**src/hw/periph_pkg.sv**
```systemverilog
package periph_pkg;

    // apb port
    localparam int APB_ADDR_W = 32;
    localparam int APB_DATA_W = 32;
    localparam int APB_STRB_W = 4;

    // address split, region in paddr[15:12] and register offset in paddr[7:0]
    localparam int REGION_LSB = 12;
    localparam int REGION_W   = 4;
    localparam int OFFSET_W   = 8;

    localparam logic [REGION_W-1:0] REGION_CFG  = 4'd0;
    localparam logic [REGION_W-1:0] REGION_INTC = 4'd1;

    // configuration block
    localparam logic [OFFSET_W-1:0] CFG_DDR_OFFSET = 8'h00;
    localparam logic [OFFSET_W-1:0] CFG_BOOT_VEC   = 8'h04;
    localparam logic [OFFSET_W-1:0] CFG_CORE_CTRL  = 8'h08;

    // interrupt controller
    localparam logic [OFFSET_W-1:0] INTC_MSIP        = 8'h00;
    localparam logic [OFFSET_W-1:0] INTC_ENABLE      = 8'h04;
    localparam logic [OFFSET_W-1:0] INTC_PENDING     = 8'h08;
    localparam logic [OFFSET_W-1:0] INTC_MTIMECMP_LO = 8'h10;
    localparam logic [OFFSET_W-1:0] INTC_MTIMECMP_HI = 8'h14;
    localparam logic [OFFSET_W-1:0] INTC_MTIME_LO    = 8'h18;
    localparam logic [OFFSET_W-1:0] INTC_MTIME_HI    = 8'h1C;

    localparam logic [31:0] BOOT_VEC_RESET   = 32'h0000_1000;
    localparam logic [31:0] DDR_OFFSET_RESET = 32'h0000_0000;

    localparam int TIME_W  = 64;
    localparam int INT_NUM = 32;

    // reset window length and the counter that times it
    localparam int RST_STRETCH = 8;
    localparam int RST_CNT_W   = $clog2(RST_STRETCH + 1);

    // byte lanes of new_word replace those of old_word where strb is set
    function automatic logic [APB_DATA_W-1:0] strb_merge(
        input logic [APB_DATA_W-1:0] old_word,
        input logic [APB_DATA_W-1:0] new_word,
        input logic [APB_STRB_W-1:0] strb
    );
        logic [APB_DATA_W-1:0] merged;
        merged = old_word;
        for (int i = 0; i < APB_STRB_W; i++) begin
            if (strb[i]) begin
                merged[i*8 +: 8] = new_word[i*8 +: 8];
            end
        end
        return merged;
    endfunction

endpackage

```
**src/hw/apb_decoder.sv**
```systemverilog
`timescale 1ns/1ps

module apb_decoder import periph_pkg::*; (
    input                           psel,
    input                           penable,
    input        [APB_ADDR_W-1:0]   paddr,

    // read words from the register blocks
    input        [APB_DATA_W-1:0]   cfg_rdata,
    input        [APB_DATA_W-1:0]   intc_rdata,

    // block selects and shared offset
    output logic                    cfg_sel,
    output logic                    intc_sel,
    output logic [OFFSET_W-1:0]     offset,

    // response to the apb master
    output logic [APB_DATA_W-1:0]   prdata,
    output logic                    pready,
    output logic                    pslverr
);

logic [REGION_W-1:0] region;

assign region = paddr[REGION_LSB +: REGION_W];
assign offset = paddr[OFFSET_W-1:0];

// no wait states, every access cycle completes
assign pready = psel & penable;

always_comb begin
    cfg_sel  = 1'b0;
    intc_sel = 1'b0;
    prdata   = '0;
    pslverr  = 1'b0;
    case (region)
        REGION_CFG: begin
            cfg_sel = psel;
            prdata  = cfg_rdata;
        end
        REGION_INTC: begin
            intc_sel = psel;
            prdata   = intc_rdata;
        end
        default: begin
            // unmapped region, no select so nothing gets written
            pslverr = psel & penable;
        end
    endcase
end

endmodule

```
**src/hw/cfg_regs.sv**
```systemverilog
`timescale 1ns/1ps

module cfg_regs import periph_pkg::*; (
    input                           clk,
    input                           reset,

    // apb slave side, already decoded
    input                           sel,
    input                           penable,
    input                           pwrite,
    input        [OFFSET_W-1:0]     offset,
    input        [APB_STRB_W-1:0]   pstrb,
    input        [APB_DATA_W-1:0]   pwdata,
    output logic [APB_DATA_W-1:0]   rdata,

    // configuration outputs
    output logic [31:0]             ddr_offset,
    output logic [31:0]             boot_vec,
    output logic                    core_reset
);

logic wr_en;

// writes land on the edge that ends the access cycle
assign wr_en = sel & penable & pwrite;

// main reset only, so a warm reset leaves these alone
always_ff @(posedge clk) begin
    if (reset) begin
        ddr_offset <= DDR_OFFSET_RESET;
    end
    else if (wr_en && offset == CFG_DDR_OFFSET) begin
        ddr_offset <= strb_merge(ddr_offset, pwdata, pstrb);
    end
end

always_ff @(posedge clk) begin
    if (reset) begin
        boot_vec <= BOOT_VEC_RESET;
    end
    else if (wr_en && offset == CFG_BOOT_VEC) begin
        boot_vec <= strb_merge(boot_vec, pwdata, pstrb);
    end
end

// core held in reset until software clears bit 0
always_ff @(posedge clk) begin
    if (reset) begin
        core_reset <= 1'b1;
    end
    else if (wr_en && offset == CFG_CORE_CTRL && pstrb[0]) begin
        core_reset <= pwdata[0];
    end
end

// read mux, unlisted offsets read zero
always_comb begin
    case (offset)
        CFG_DDR_OFFSET: rdata = ddr_offset;
        CFG_BOOT_VEC:   rdata = boot_vec;
        CFG_CORE_CTRL:  rdata = {{(APB_DATA_W-1){1'b0}}, core_reset};
        default:        rdata = '0;
    endcase
end

endmodule

```
**src/hw/int_ctrl.sv**
```systemverilog
`timescale 1ns/1ps

module int_ctrl import periph_pkg::*; (
    input                           clk,
    input                           reset,
    input                           sreset,

    // apb slave side, already decoded
    input                           sel,
    input                           penable,
    input                           pwrite,
    input        [OFFSET_W-1:0]     offset,
    input        [APB_STRB_W-1:0]   pstrb,
    input        [APB_DATA_W-1:0]   pwdata,
    output logic [APB_DATA_W-1:0]   rdata,

    // external interrupt lines
    input        [INT_NUM-1:0]      ints,

    // interrupts to the core
    output logic                    msip,
    output logic                    mtip,
    output logic                    meip,
    output logic [TIME_W-1:0]       systime
);

logic                   wr_en;
logic [TIME_W-1:0]      mtime;
logic [TIME_W-1:0]      mtimecmp;
logic [INT_NUM-1:0]     enable;
logic [INT_NUM-1:0]     pending;

assign wr_en   = sel & penable & pwrite;
assign pending = ints & enable;
assign systime = mtime;

// system timer keeps running through warm resets
always_ff @(posedge clk) begin
    if (reset) begin
        mtime <= '0;
    end
    else begin
        mtime <= mtime + 1'b1;
    end
end

// software interrupt
always_ff @(posedge clk) begin
    if (sreset) begin
        msip <= 1'b0;
    end
    else if (wr_en && offset == INTC_MSIP && pstrb[0]) begin
        msip <= pwdata[0];
    end
end

always_ff @(posedge clk) begin
    if (sreset) begin
        enable <= '0;
    end
    else if (wr_en && offset == INTC_ENABLE) begin
        enable <= strb_merge(enable, pwdata, pstrb);
    end
end

// compare value, all ones keeps mtip quiet
always_ff @(posedge clk) begin
    if (sreset) begin
        mtimecmp <= '1;
    end
    else if (wr_en && offset == INTC_MTIMECMP_LO) begin
        mtimecmp[APB_DATA_W-1:0] <= strb_merge(mtimecmp[APB_DATA_W-1:0], pwdata, pstrb);
    end
    else if (wr_en && offset == INTC_MTIMECMP_HI) begin
        mtimecmp[TIME_W-1:APB_DATA_W] <=
            strb_merge(mtimecmp[TIME_W-1:APB_DATA_W], pwdata, pstrb);
    end
end

// registered interrupt levels, one cycle behind their sources
always_ff @(posedge clk) begin
    if (sreset) begin
        mtip <= 1'b0;
        meip <= 1'b0;
    end
    else begin
        mtip <= (mtime >= mtimecmp);
        meip <= |pending;
    end
end

// timer and pending words read live values
always_comb begin
    case (offset)
        INTC_MSIP:        rdata = {{(APB_DATA_W-1){1'b0}}, msip};
        INTC_ENABLE:      rdata = enable;
        INTC_PENDING:     rdata = pending;
        INTC_MTIMECMP_LO: rdata = mtimecmp[APB_DATA_W-1:0];
        INTC_MTIMECMP_HI: rdata = mtimecmp[TIME_W-1:APB_DATA_W];
        INTC_MTIME_LO:    rdata = mtime[APB_DATA_W-1:0];
        INTC_MTIME_HI:    rdata = mtime[TIME_W-1:APB_DATA_W];
        default:          rdata = '0;
    endcase
end

endmodule

```
**src/hw/periph_subsys.sv**
```systemverilog
`timescale 1ns/1ps

module periph_subsys import periph_pkg::*; (
    input                           clk,
    input                           reset,

    // debug apb slave port
    input                           psel,
    input                           penable,
    input                           pwrite,
    input        [APB_ADDR_W-1:0]   paddr,
    input        [APB_STRB_W-1:0]   pstrb,
    input        [APB_DATA_W-1:0]   pwdata,
    output logic [APB_DATA_W-1:0]   prdata,
    output logic                    pready,
    output logic                    pslverr,

    // external interrupt lines and warm reset request
    input        [INT_NUM-1:0]      ints,
    input                           warm_rst_trigger,

    // configuration outputs
    output logic [31:0]             ddr_offset,
    output logic [31:0]             boot_vec,

    // reset levels
    output logic                    xreset,
    output logic                    sreset,

    // interrupts and time to the core
    output logic                    msip,
    output logic                    mtip,
    output logic                    meip,
    output logic [TIME_W-1:0]       systime
);

logic                   cfg_sel;
logic                   intc_sel;
logic [OFFSET_W-1:0]    offset;
logic [APB_DATA_W-1:0]  cfg_rdata;
logic [APB_DATA_W-1:0]  intc_rdata;
logic                   core_reset;

apb_decoder u_apb_decoder (
    .psel       ( psel       ),
    .penable    ( penable    ),
    .paddr      ( paddr      ),
    .cfg_rdata  ( cfg_rdata  ),
    .intc_rdata ( intc_rdata ),
    .cfg_sel    ( cfg_sel    ),
    .intc_sel   ( intc_sel   ),
    .offset     ( offset     ),
    .prdata     ( prdata     ),
    .pready     ( pready     ),
    .pslverr    ( pslverr    )
);

cfg_regs u_cfg_regs (
    .clk        ( clk        ),
    .reset      ( reset      ),
    .sel        ( cfg_sel    ),
    .penable    ( penable    ),
    .pwrite     ( pwrite     ),
    .offset     ( offset     ),
    .pstrb      ( pstrb      ),
    .pwdata     ( pwdata     ),
    .rdata      ( cfg_rdata  ),
    .ddr_offset ( ddr_offset ),
    .boot_vec   ( boot_vec   ),
    .core_reset ( core_reset )
);

reset_gen u_reset_gen (
    .clk              ( clk              ),
    .reset            ( reset            ),
    .core_reset       ( core_reset       ),
    .warm_rst_trigger ( warm_rst_trigger ),
    .xreset           ( xreset           ),
    .sreset           ( sreset           )
);

// interrupt registers follow the system reset level
int_ctrl u_int_ctrl (
    .clk        ( clk        ),
    .reset      ( reset      ),
    .sreset     ( sreset     ),
    .sel        ( intc_sel   ),
    .penable    ( penable    ),
    .pwrite     ( pwrite     ),
    .offset     ( offset     ),
    .pstrb      ( pstrb      ),
    .pwdata     ( pwdata     ),
    .rdata      ( intc_rdata ),
    .ints       ( ints       ),
    .msip       ( msip       ),
    .mtip       ( mtip       ),
    .meip       ( meip       ),
    .systime    ( systime    )
);

endmodule

```
**src/hw/reset_gen.sv**
```systemverilog
`timescale 1ns/1ps

module reset_gen import periph_pkg::*; (
    input                           clk,
    input                           reset,
    input                           core_reset,
    input                           warm_rst_trigger,

    output logic                    xreset,
    output logic                    sreset
);

logic [RST_CNT_W-1:0] rel_cnt;
logic [RST_CNT_W-1:0] warm_cnt;

// release counter
// held full while either reset source is high, then counts down
always_ff @(posedge clk) begin
    if (reset || core_reset) begin
        rel_cnt <= RST_CNT_W'(RST_STRETCH);
    end
    else if (rel_cnt != '0) begin
        rel_cnt <= rel_cnt - 1'b1;
    end
end

// warm reset window, loaded by the trigger pulse
always_ff @(posedge clk) begin
    if (reset) begin
        warm_cnt <= '0;
    end
    else if (warm_rst_trigger) begin
        warm_cnt <= RST_CNT_W'(RST_STRETCH);
    end
    else if (warm_cnt != '0) begin
        warm_cnt <= warm_cnt - 1'b1;
    end
end

// both levels come straight off the counters, no decode glitches
assign xreset = (rel_cnt != '0);
assign sreset = (rel_cnt != '0) | (warm_cnt != '0);

endmodule

```
**config.mk**
```make
export PLATFORM = sky130hd
export DESIGN_NAME = periph_subsys
export DESIGN_NICKNAME = d
export VERILOG_FILES = /design/src/hw/periph_pkg.sv /design/src/hw/apb_decoder.sv /design/src/hw/cfg_regs.sv /design/src/hw/int_ctrl.sv /design/src/hw/periph_subsys.sv /design/src/hw/reset_gen.sv
export SDC_FILE = /design/constraint.sdc
export NUM_CORES = 1
export LEC_CHECK = 0
export BUFFER_PORTS_ARGS = -buffer_cell sky130_fd_sc_hd__buf_2
export CORE_MARGIN = 5
export CORE_UTILIZATION = 33
export DETAILED_ROUTE_END_ITERATION = 7
export PLACE_DENSITY = 0.53
export SLEW_MARGIN = 25
export SYNTH_ARGS = -nofsm -noshare
export SYNTH_HDL_FRONTEND = slang
export SYNTH_HIERARCHICAL = 1
export SYNTH_SLANG_ARGS = --single-unit
```
**constraint.sdc**
```tcl
create_clock -name clk -period 4.4 [get_ports clk]
set_input_delay 0 -clock clk [delete_from_list [all_inputs] [get_ports clk]]
set_output_delay 0 -clock clk [all_outputs]
set_load 0.01 [all_outputs]
```
==> results of run 1 <==
==> final cells by class <==
type	count	area [sq um]	area share (%)
inverter	105	394	2.39
clock inverter	5	52.6	0.318
sequential	236	4720	28.6
clock buffer	43	838	5.08
multi-input combinational	1157	8020	48.5
antenna	4	10.0	0.0606
timing repair buffer	311	1810	11.0
tap	532	666	4.03
==> per-stage QoR <==
| stage | setup WS [ns] | std cells | utilization [%] |
|---|---|---|---|
| finish | 0.815 | 2393 | 40.4 |
| detailed placement | 1.34 | 2301 | 37.2 |
| CTS | 0.886 | 2389 | 40.4 |
| floorplan | 2.16 | 1599 | - |
| global route | 0.728 | 2389 | 40.4 |
| global placement | 1.32 | 2301 | 37.2 |
==> cells in the final DEF (no fill, tap or decap), drive strengths merged, types with 43 or more instances in the layout <==
| master | n |
|---|---|
| nand2b | 96 |
| mux2i | 133 |
| nand2 | 76 |
| a211o | 65 |
| dfxtp | 236 |
| a21oi | 87 |
| clkbuf | 43 |
| nor2 | 217 |
| xor2 | 47 |
| a22oi | 72 |
| inv | 105 |
| nand3 | 47 |
| ha | 69 |
| buf | 271 |
| o21ai | 49 |
==> critical path, stage by stage <==
cell           delay [ns]
dlygate4sd3_1        0.53
buf_2                0.13
nor4_1               0.44
nor3b_2              0.58
and2_1               0.78
buf_4                0.38
a22oi_1              0.15
o211ai_1             0.16
mux2i_1              0.12
nor2_1               0.15
buf_2                0.15
==> power breakdown <==
part	total [mW]	leakage (nW)	internal [mW]	switching (mW)
logic	0.287	5.08	0.120	0.167
registers	2.16	1.90	2.15	0.0122
clock network	2.29	0.436	1.36	0.938
==> flip-flops by register name (all words and copies together), names as in the netlist <==
name	flops
u_cfg_regs/core_reset	1
u_int_ctrl/msip	1
u_reset_gen/warm_cnt	4
u_int_ctrl/mtimecmp	64
u_int_ctrl/enable	32
u_int_ctrl/meip	1
u_cfg_regs/ddr_offset	32
u_reset_gen/rel_cnt	4
u_int_ctrl/mtip	1
u_int_ctrl/systime	64
u_cfg_regs/boot_vec	32
==> final timing paths <==
path,from,endpoint,slack [ns],cells past startpoint
min reg2reg,u_cfg_regs/ddr_offset[16],u_cfg_regs/ddr_offset[16],0.49,2
max reg2reg,u_int_ctrl/enable[9],u_int_ctrl/meip,1.30,8
max,paddr[7],prdata[15],0.81,11
min,reset,u_int_ctrl/systime[0],-0.04,2
==> cells by family (layout without fill, tap and decap cells) <==
family          Yosys count  after routing  synth area share (%)
compound gates          332            332                  16.7
xor+xnor                 60             60                  3.85
fa+ha+maj                69             69                  6.33
buf+inv                 206            464                  6.72
flops                   236            236                  34.7
mux                     133            133                  9.77
other cells               0              4                     0
simple gates            563            563                  22.0
==> layer usage <==
| layer | GRT usage (%) | part of all wire [%] | vias up |
|---|---|---|---|
| li1 | - | - | 6133 |
| met1 | 31.8 | 47 | 6163 |
| met4 | 5.90 | 2.7 | 10 |
| met5 | 0 | 0.12 | - |
| met2 | 32.8 | 43 | 424 |
| met3 | 4.26 | 6.8 | 75 |
==> qor.csv, run 1 <==
stage,metric,value,unit
setup_path,CP arrival,3.59,ns
drt,total number of vias,12800,
drt,Final ANT Viol Nets,0,
sta,fin crit share,81.5,%
drt,Remaining DRCs,0,
clock_network,clk root buf,clkbuf_16,
power_and_ir_drop,Pleak,7.42,nW
setup_path,worst-path fanout max,17,
run,max cap viols,0,
setup_path,WS Path Type,in -> out,
sta,f_max,279,MHz
global_route,global-route wire length before repair,76.7,mm
synthesis,largest area contributor in the netlist,dfxtp_1,
final_layout,"Design Area, Final",0.0165,sq mm
placement,detailed placement HPWL,39.1,mm
synthesis,post-synthesis sequential area ratio,34.7,%
global_route,largest net degree at the start of global routing,127,
synthesis,Synth Flop Type,dfxtp_1,
final_layout,Final #Nets,2014,
synthesis,Ys Warns,6,
clock_network,TritonCTS Buffers,28,
clock_network,H-Tree Depth,1,
clock_network,Clock Tree Buf Depth,3,
power_and_ir_drop,VDD IR max,0.235,mV
placement,PortBufs,252,
synthesis,Syn Nets,1774,
sta,Clock Skew,0.00951,ns
floorplanning,I/O pin cnt,273,
synthesis,"FF+latch count, synth",236,
setup_path,crit start category,primary input,
synthesis,"count leader, synth",dfxtp_1,
global_route,grt ovf,0,
placement,GP Congestion,0.871,
floorplanning,die area,0.0455,sq mm
synthesis,Yosys top cell area share,34.7,%
clock_network,Resized cells post-CTS,0,
clock_network,Hold Buf Count CTS,40,
clock_network,Worst-path clk slew,0.06,ns
sta,Worst-Margin Slew,0.922,ns
synthesis,synthesized area,0.0136,sq mm
floorplanning,row count,74,
synthesis,"top cells by count, synth","236 x dfxtp_1, 208 x nor2_1, 133 x mux2i_1",
drt,drt wl/cell,21.4,microns
synthesis,Synth cell types,60,
outcome,status,"complete, but fails checks",
synthesis,Async SR Flop Fraction,0,%
power_and_ir_drop,Pwr Total,4.74,mW
global_route,initial antenna violation count,8,
clock_network,CTS tree,built,
power_and_ir_drop,P per Cell Area,287,mW/mm^2
final_layout,Layout area overhead,21.2,%
drt,DR iter-0 viols,1100,
clock_network,clock net sink count,236,
sta,RSZ-0062 raised after global routing,false,
final_layout,filler cell count,4171,
synthesis,Gate Count Post-Synth,1599,
placement,area post-placement,0.0152,sq mm
sta,Final setup violation count,0,
clock_network,latest clock arrival within the worst-skew pair,0.55,ns
floorplanning,core outline area,0.0408,sq mm
synthesis,top post-synthesis cells by area,"dfxtp_1 35%, mux2i_1 9.8%, ha_1 6.3%",
drt,mean number of vias per cell,5.35,
clock_network,setup bufs post-CTS,0,
sta,Max-slew headroom,38.5,%
drt,router iterations before antenna repair,6,
outcome,failing checks,hold timing,
floorplanning,Initial Util,33.4,%
sta,Period minus WS final,3.59,ns
setup_path,CP endpoint kind,output pin,
drt,"wirelength, routed",51.2,mm
setup_path,required time of the critical path,4.40,ns
floorplanning,chip width,213,microns
sta,Hold Fails Final Rpt,16,
global_route,vias in the first global route,12200,
synthesis,"EDFF count, synth",0,
final_layout,share of cells above drive strength 1,19.0,%
synthesis,Avg Synthesized Cell Area,8.53,sq um
worst_hold_path,Worst Hold Class,in -> reg,
global_route,Total Routing Usage GR,21.8,%
sta,setup TNS,0,ns
floorplanning,Die Ht,213,microns
sta,max-slew violations,0,
sta,final hold slack,-0.0415,ns
(Power assumes the default switching activity.)
==> run 2, diff against run 1 <==
--- a/config.mk
+++ b/config.mk
@@ -5,11 +5,12 @@
 export SDC_FILE = /design/constraint.sdc
 export NUM_CORES = 1
 export LEC_CHECK = 0
+export ABC_AREA = 1
 export BUFFER_PORTS_ARGS = -buffer_cell sky130_fd_sc_hd__buf_2
 export CORE_MARGIN = 5
 export CORE_UTILIZATION = 33
 export DETAILED_ROUTE_END_ITERATION = 7
-export PLACE_DENSITY = 0.53
+export PLACE_DENSITY = 0.55
 export SLEW_MARGIN = 25
 export SYNTH_ARGS = -nofsm -noshare
 export SYNTH_HDL_FRONTEND = slang
==> constraint.sdc (replaced) <==
create_clock -name clk -period 2.85 [get_ports clk]
set_input_delay 0 -clock clk [delete_from_list [all_inputs] [get_ports clk]]
set_output_delay 0 -clock clk [all_outputs]
set_load 0.01 [all_outputs]
==> run 2 against run 1 <==
The run now ends clean. Largest cell class unchanged. Die area is 9.4% higher. Sequential power increased by 54%. Power rose by 56%. Worst setup slack lost 0.61 ns. Sequential share of layout area down 2.7 points. Combinational power up 46%. Critical path depth stayed put. Register-to-register slack got worse by 0.71 ns. Area after synthesis up 9.9%. Sequential cell count did not move.
==> qor.csv, run 2 <==
stage,metric,value,unit,change
synthesis,top post-synthesis cells by area,"dfxtp_1 32%, nand2_1 12%, inv_1 8.6%",,
placement,Cells after DPL,3032,,+32%
worst_hold_path,hold path startpoint,penable,,
setup_path,crit start category,primary input,,
drt,met1 wire length,29.3,mm,+21%
sta,Worst-Margin Slew,0.747,ns,-0.175 ns
clock_network,latest clock arrival within the worst-skew pair,0.58,ns,+0.03 ns
sta,max-slew violations,0,,unchanged
setup_path,CP endpoint kind,output pin,,
setup_path,FF-to-FF Start,u_int_ctrl/enable[28],,
clock_network,Clock Tree Buf Depth,3,,unchanged
synthesis,post-synthesis sequential area ratio,31.5,%,-3.1 points
global_route,grt ovf,0,,unchanged
setup_path,r2r worst-path depth,6,,-2
floorplanning,Initial Util,33.2,%,-0.23 points
floorplanning,core outline area,0.0452,sq mm,+11%
power_and_ir_drop,Pleak,8.61,nW,+16%
synthesis,Syn Nets,2424,,+37%
synthesis,"EDFF count, synth",0,,unchanged
drt,drt wl/cell,20.4,microns,-4.4%
drt,DR iter-0 viols,1808,,+64%
synthesis,"top cells by count, synth","496 x nand2_1, 343 x inv_1, 236 x dfxtp_1",,
drt,total number of vias,16700,,+31%
setup_path,"Slowest-stage cell, CP",dlygate4sd3_1,,
clock_network,clk root buf,clkbuf_16,,
sta,fin crit share,92.7,%,
power_and_ir_drop,P per Cell Area,406,mW/mm^2,+41%
global_route,vias in the first global route,15700,,+29%
synthesis,"FF+latch count, synth",236,,unchanged
final_layout,"commonest cells after routing, fill and taps aside","496 x nand2_1, 342 x inv_1, 252 x buf_2",,
floorplanning,Die Ht,223,microns,+4.6%
setup_path,CP arrival,2.64,ns,-0.95 ns
synthesis,Synth cell types,48,,-20%
global_route,global-route wire length before repair,95.1,mm,+24%
sta,final hold slack,0.0859,ns,+0.127 ns
final_layout,Layout area overhead,21.6,%,
global_route,Total Routing Usage GR,24.3,%,+2.5 points
global_route,initial antenna violation count,10,,+2
placement,PortBufs,252,,unchanged
drt,"wirelength, routed",64.3,mm,+26%
final_layout,Finished Layout Cells,3143,,+31%
setup_path,CP Launch Point,paddr[6],,
sta,setup TNS,0,ns,unchanged
drt,WL met2,27.0,mm,+23%
setup_path,worst-path fanout max,16,,-1
worst_hold_path,Worst Hold Class,in -> reg,,
sta,Period minus WS final,2.64,ns,
sta,Max-slew headroom,50.0,%,+12 points
final_layout,"commonest non-fill, non-tap cell in the layout",nand2_1,,
sta,Clock Skew,0.0172,ns,+0.00773 ns
clock_network,H-Tree Depth,1,,unchanged
setup_path,worst stage delay on the critical path,0.53,ns,-0.25 ns
clock_network,TritonCTS Buffers,29,,+3.6%
floorplanning,I/O pin cnt,273,,unchanged
outcome,status,completed,,
sta,Final setup violation count,0,,unchanged
worst_hold_path,Hold Path Stages,5,,+3
floorplanning,die area,0.0498,sq mm,+9.4%
synthesis,synthesized area,0.0150,sq mm,+9.9%
setup_path,WS Path Type,in -> out,,
final_layout,Final #Nets,2696,,+34%
drt,mean number of vias per cell,5.32,,-0.51%
clock_network,CTS tree,built,,
clock_network,Worst-path clk slew,0.06,ns,about the same
power_and_ir_drop,Pwr Total,7.39,mW,+56%
setup_path,required time of the critical path,2.85,ns,-1.55 ns
placement,GP Congestion,0.918,,+5.4%
synthesis,Async SR Flop Fraction,0,%,unchanged
sta,Hold Fails Final Rpt,0,,-16
setup_path,CP cell instances,dlygate4sd3_1 -> buf_2 -> inv_1 -> nand3_1 -> nor2_4 -> nand2_1 -> buf_4 -> o221ai_1 -> nand3_1 -> nand2_1 -> buf_2,,
clock_network,setup bufs post-CTS,0,,unchanged
clock_network,clock net sink count,236,,unchanged
final_layout,final core utilization,40.3,%,-0.12 points
synthesis,Gate Count Post-Synth,2249,,+41%
floorplanning,row count,78,,+5.4%
sta,f_max,379,MHz,
power_and_ir_drop,VDD IR max,0.437,mV,+86%
drt,DR WL met3,6.32,mm,+83%
placement,detailed placement HPWL,50.0,mm,+28%
drt,router iterations before antenna repair,7,,+1
synthesis,Synth Flop Type,dfxtp_1,,
synthesis,Yosys top cell area share,31.5,%,-3.1 points
sta,RSZ-0062 raised after global routing,false,,
synthesis,Avg Synthesized Cell Area,6.66,sq um,-22%
final_layout,share of cells above drive strength 1,17.2,%,-1.8 points
floorplanning,chip width,223,microns,+4.6%
synthesis,largest area contributor in the netlist,dfxtp_1,,
drt,Final ANT Viol Nets,0,,unchanged
synthesis,"count leader, synth",nand2_1,,
synthesis,Ys Warns,6,,unchanged
global_route,largest net degree at the start of global routing,58,,-54%
run,max cap viols,0,,unchanged
drt,Top Layer Used,met5,,
drt,Remaining DRCs,0,,unchanged
[run 2: cell count changes after synthesis, moves of 45 or more]
cell	change
a211o_1	-65
o22ai_1	+45
nand2_1	+420
nand4_1	+85
a22oi_1	-72
inv_1	+239
nand2b_1	-96
mux2i_1	-133
nand3_1	+115
[run 2: report_power, final]
| part | internal, mW | switching, mW | total, mW |
|---|---|---|---|
| Sequential | 3.31 | 0.0112 | 3.32 |
| Combinational | 0.145 | 0.273 | 0.418 |
| Clock | 2.13 | 1.52 | 3.65 |
| Total | 5.58 | 1.81 | 7.39 |
[run 2: path summary, 6_finish.rpt]
kind / to / slack (ns)
setup / recovery: prdata[19] / 0.21
hold / removal: u_cfg_regs/core_reset / 0.09
setup reg to reg: u_int_ctrl/meip / 0.59
hold reg to reg: u_int_ctrl/mtimecmp[55] / 0.46
[run 2: per-layer routing]
| layer | vias to the layer above | global-route usage (%) |
|---|---|---|
| li1 | 8007 | - |
| met1 | 7763 | 35.1 |
| met2 | 830 | 36.4 |
| met3 | 117 | 5.89 |
| met4 | 16 | 5.83 |
| met5 | - | 0 |
[run 2: cell families after synthesis]
logic type               after synthesis  synth area share [%]
AO/OA/AOI/OAI                        371                  14.6
XOR/XNOR                               9                 0.526
adder cells (fa/ha/maj)               69                  5.76
buffers and inverters                461                  12.7
flip-flops                           236                  31.5
AND/OR/NAND/NOR                     1103                  34.9
[run 2: per-stage QoR]
stage,cell area (sq um),setup slack (ns)
3_3_place_gp,16700,0.761
5_1_grt,18200,0.0310
4_1_cts,18200,0.103
3_5_place_dp,16700,0.717
2_1_floorplan,15000,0.997
6_report,18200,0.209
[run 2: timing repair]
item                       4_1_cts  5_1_grt
setup endpoints to repair        0        2
hold buffers                    59        0
gates resized for setup          0        2
hold endpoints to repair       176        0
[run 2: critical path, delay by kind of cell]
family	cells	cell delay [ns]
buf+inv	5	1.23
simple gates	5	0.93
compound gates	1	0.46
[run 2: final cells by class]
type,count,area (sq um)
antenna,3,7.51
clock buffer,45,856
clock inverter,5,53.8
fill,4782,27000
inverter,355,1330
multi-input combinational,1552,8370
sequential,236,4720
tap,600,751
timing repair buffer,347,2130
==> run 3, diff against run 2 <==
--- a/config.mk
+++ b/config.mk
@@ -10,7 +10,7 @@
 export CORE_MARGIN = 5
 export CORE_UTILIZATION = 33
 export DETAILED_ROUTE_END_ITERATION = 7
-export PLACE_DENSITY = 0.55
+export PLACE_DENSITY = 0.64
 export SLEW_MARGIN = 25
 export SYNTH_ARGS = -nofsm -noshare
 export SYNTH_HDL_FRONTEND = slang
==> run 3 against run 2 <==
Sequential cell count stayed put. Clock skew fell by 0.0012 ns. Global-route usage decreased by 0.18 points. Design area is 0.24% lower. Clock power fell by 1%. Worst setup slack got worse by 0.11 ns. Non-clock buffer count down 8. Critical path type unchanged.
==> qor.csv, run 3 (synthesis results as in run 2) <==
stage,metric,value,unit,change
clock_network,Worst-path clk slew,0.06,ns,about the same
power_and_ir_drop,P per Cell Area,404,mW/mm^2,-0.28%
sta,Clock Skew,0.0161,ns,-0.00119 ns
global_route,grt ovf,0,,unchanged
sta,Max-slew headroom,45.8,%,-4.2 points
floorplanning,Initial Util,33.2,%,unchanged
floorplanning,chip width,223,microns,unchanged
setup_path,WS Path Type,in -> out,,
final_layout,"Design Area, Final",0.0182,sq mm,-0.24%
global_route,initial antenna violation count,7,,-3
final_layout,Final #Nets,2688,,-0.30%
placement,PortBufs,252,,unchanged
floorplanning,row count,78,,unchanged
drt,drt wl/cell,20.2,microns,-1.1%
placement,Cells after DPL,3023,,-0.30%
floorplanning,Die Ht,223,microns,unchanged
setup_path,RR Endpoint,u_int_ctrl/systime[57],,
clock_network,Clock Tree Buf Depth,3,,unchanged
setup_path,Reg2Reg Setup Slack,0.57,ns,-0.02 ns
drt,Remaining DRCs,0,,unchanged
clock_network,clk root buf,clkbuf_16,,
final_layout,Layout area overhead,21.3,%,
worst_hold_path,WHS Endpoint,u_int_ctrl/meip,,
setup_path,crit start category,primary input,,
sta,RSZ-0062 raised after global routing,false,,
sta,Worst-Margin Slew,0.811,ns,+0.0645 ns
sta,f_max,363,MHz,-4.1%
drt,mean number of vias per cell,5.37,,+0.94%
setup_path,required time of the critical path,2.85,ns,about the same
floorplanning,core outline area,0.0452,sq mm,unchanged
setup_path,"Slowest-stage cell, CP",dlygate4sd3_1,,
clock_network,clock net sink count,236,,unchanged
clock_network,H-Tree Depth,1,,unchanged
drt,router iterations before antenna repair,6,,-1
worst_hold_path,hold path startpoint,ints[30],,
final_layout,Reg area,0.00472,sq mm,unchanged
setup_path,crit path buf inv count,5,,unchanged
setup_path,CP cell instances,dlygate4sd3_1 -> buf_2 -> nor2_2 -> dlygate4sd3_1 -> nand2_4 -> nor2_8 -> inv_2 -> o21ai_1 -> nand3_1 -> nand2_1 -> buf_2,,
floorplanning,die area,0.0498,sq mm,unchanged
final_layout,share of cells above drive strength 1,17.0,%,-0.18 points
setup_path,CP endpoint kind,output pin,,
sta,Period minus WS final,2.75,ns,+0.113 ns
sta,fin crit share,96.6,%,+4.0 points
setup_path,FF-to-FF Start,u_int_ctrl/systime[27],,
global_route,largest net degree at the start of global routing,85,,+47%
run,max cap viols,0,,unchanged
placement,GP Congestion,0.973,,+6.0%
clock_network,Resized cells post-CTS,0,,unchanged
clock_network,CTS tree,built,,
outcome,status,completed,,
setup_path,worst stage delay on the critical path,0.61,ns,+0.08 ns
worst_hold_path,Worst Hold Class,in -> reg,,
sta,Final setup violation count,0,,unchanged
final_layout,Finished Layout Cells,3135,,-0.25%
worst_hold_path,Hold Path Stages,5,,unchanged
setup_path,"CP delay by family, top",buffers and inverters,,
clock_network,TritonCTS Buffers,29,,unchanged
placement,detailed placement HPWL,49.1,mm,-1.9%
sta,setup TNS,0,ns,unchanged
floorplanning,I/O pin cnt,273,,unchanged
sta,Hold Fails Final Rpt,0,,unchanged
clock_network,Hold Buf Count CTS,59,,unchanged
setup_path,worst-path fanout max,23,,+7
global_route,global-route wire length before repair,95.0,mm,-0.17%
final_layout,"commonest cells after routing, fill and taps aside","496 x nand2_1, 342 x inv_1, 252 x buf_2",,
final_layout,"commonest non-fill, non-tap cell in the layout",nand2_1,,
power_and_ir_drop,Pleak,8.61,nW,about the same
setup_path,CP arrival,2.75,ns,+0.11 ns
clock_network,latest clock arrival within the worst-skew pair,0.57,ns,about the same
global_route,vias in the first global route,15600,,-0.73%
drt,total number of vias,16800,,+0.68%
drt,Final ANT Viol Nets,0,,unchanged
sta,max-slew violations,0,,unchanged
drt,"wirelength, routed",63.4,mm,-1.3%
final_layout,filler cell count,4744,,-0.79%
drt,DR iter-0 viols,1646,,-9.0%
global_route,Total Routing Usage GR,24.1,%,-0.18 points
clock_network,setup bufs post-CTS,0,,unchanged
power_and_ir_drop,VDD IR max,0.400,mV,-8.7%
final_layout,Multi-input gate area,0.00836,sq mm,about the same
placement,area post-placement,0.0167,sq mm,-0.25%
setup_path,r2r worst-path depth,7,,+1
run 3: metrics by stage:
step	total power, mW	hold slack [ns]	worst slack [ns]	utilization [%]
4_1_cts	7.41	0.0300	0.178	40.2
2_1_floorplan	3.59	0.113	0.997	-
5_1_grt	7.59	0.0785	0.00635	40.2
3_3_place_gp	3.74	0.302	0.709	36.9
6_report	7.35	0.0419	0.0963	40.2
3_5_place_dp	3.75	0.316	0.701	36.9
run 3: per-layer routing:
metal	vias to the layer above	wire length, microns	GRT usage, %
met2	861	27200	37.0
met3	103	6320	4.55
met5	-	45	0
met1	7868	28500	35.1
met4	8	1350	5.30
li1	8007	-	-
run 3: cell type report:
| cell class | count | share of cell area, % |
|---|---|---|
| Inverter | 355 | 7.33 |
| Tap cell | 600 | 4.13 |
| Clock inverter | 10 | 0.427 |
| Multi-Input combinational cell | 1552 | 46.0 |
| Sequential cell | 236 | 26.0 |
| Clock buffer | 40 | 4.55 |
| Antenna cell | 3 | 0.0413 |
| Timing Repair Buffer | 339 | 11.5 |
run 3: where the power goes:
group / switching, mW / total [mW] / leakage [nW] / internal [mW]
Clock: 1.52 / 3.61 / 0.452 / 2.09
Sequential: 0.0114 / 3.32 / 1.90 / 3.31
Combinational: 0.271 / 0.418 / 6.25 / 0.147
Total: 1.80 / 7.35 / 8.61 / 5.55
run 3: tightest hold or removal path, cell delays in order:
cell and delay (ns):
buf_2 0.09, nand2_1 0.06, nand4_1 0.08, nor4_1 0.09
a21oi_1 0.21
run 3: how the worst max path moves through the flow:
stage / startpoint / endpoint / slack, ns / depth (start not counted)
final: paddr[7] / prdata[26] / 0.1 / 11
after global placement: u_int_ctrl/systime[21] / u_int_ctrl/systime[55] / 0.71 / 7
after detailed placement: u_int_ctrl/systime[21] / u_int_ctrl/systime[55] / 0.70 / 7
after floorplan: u_reset_gen/rel_cnt[0] / u_int_ctrl/mtimecmp[10] / 1.0 / 9
after global routing: paddr[6] / prdata[2] / 0.006 / 14
after CTS: paddr[7] / prdata[24] / 0.18 / 11
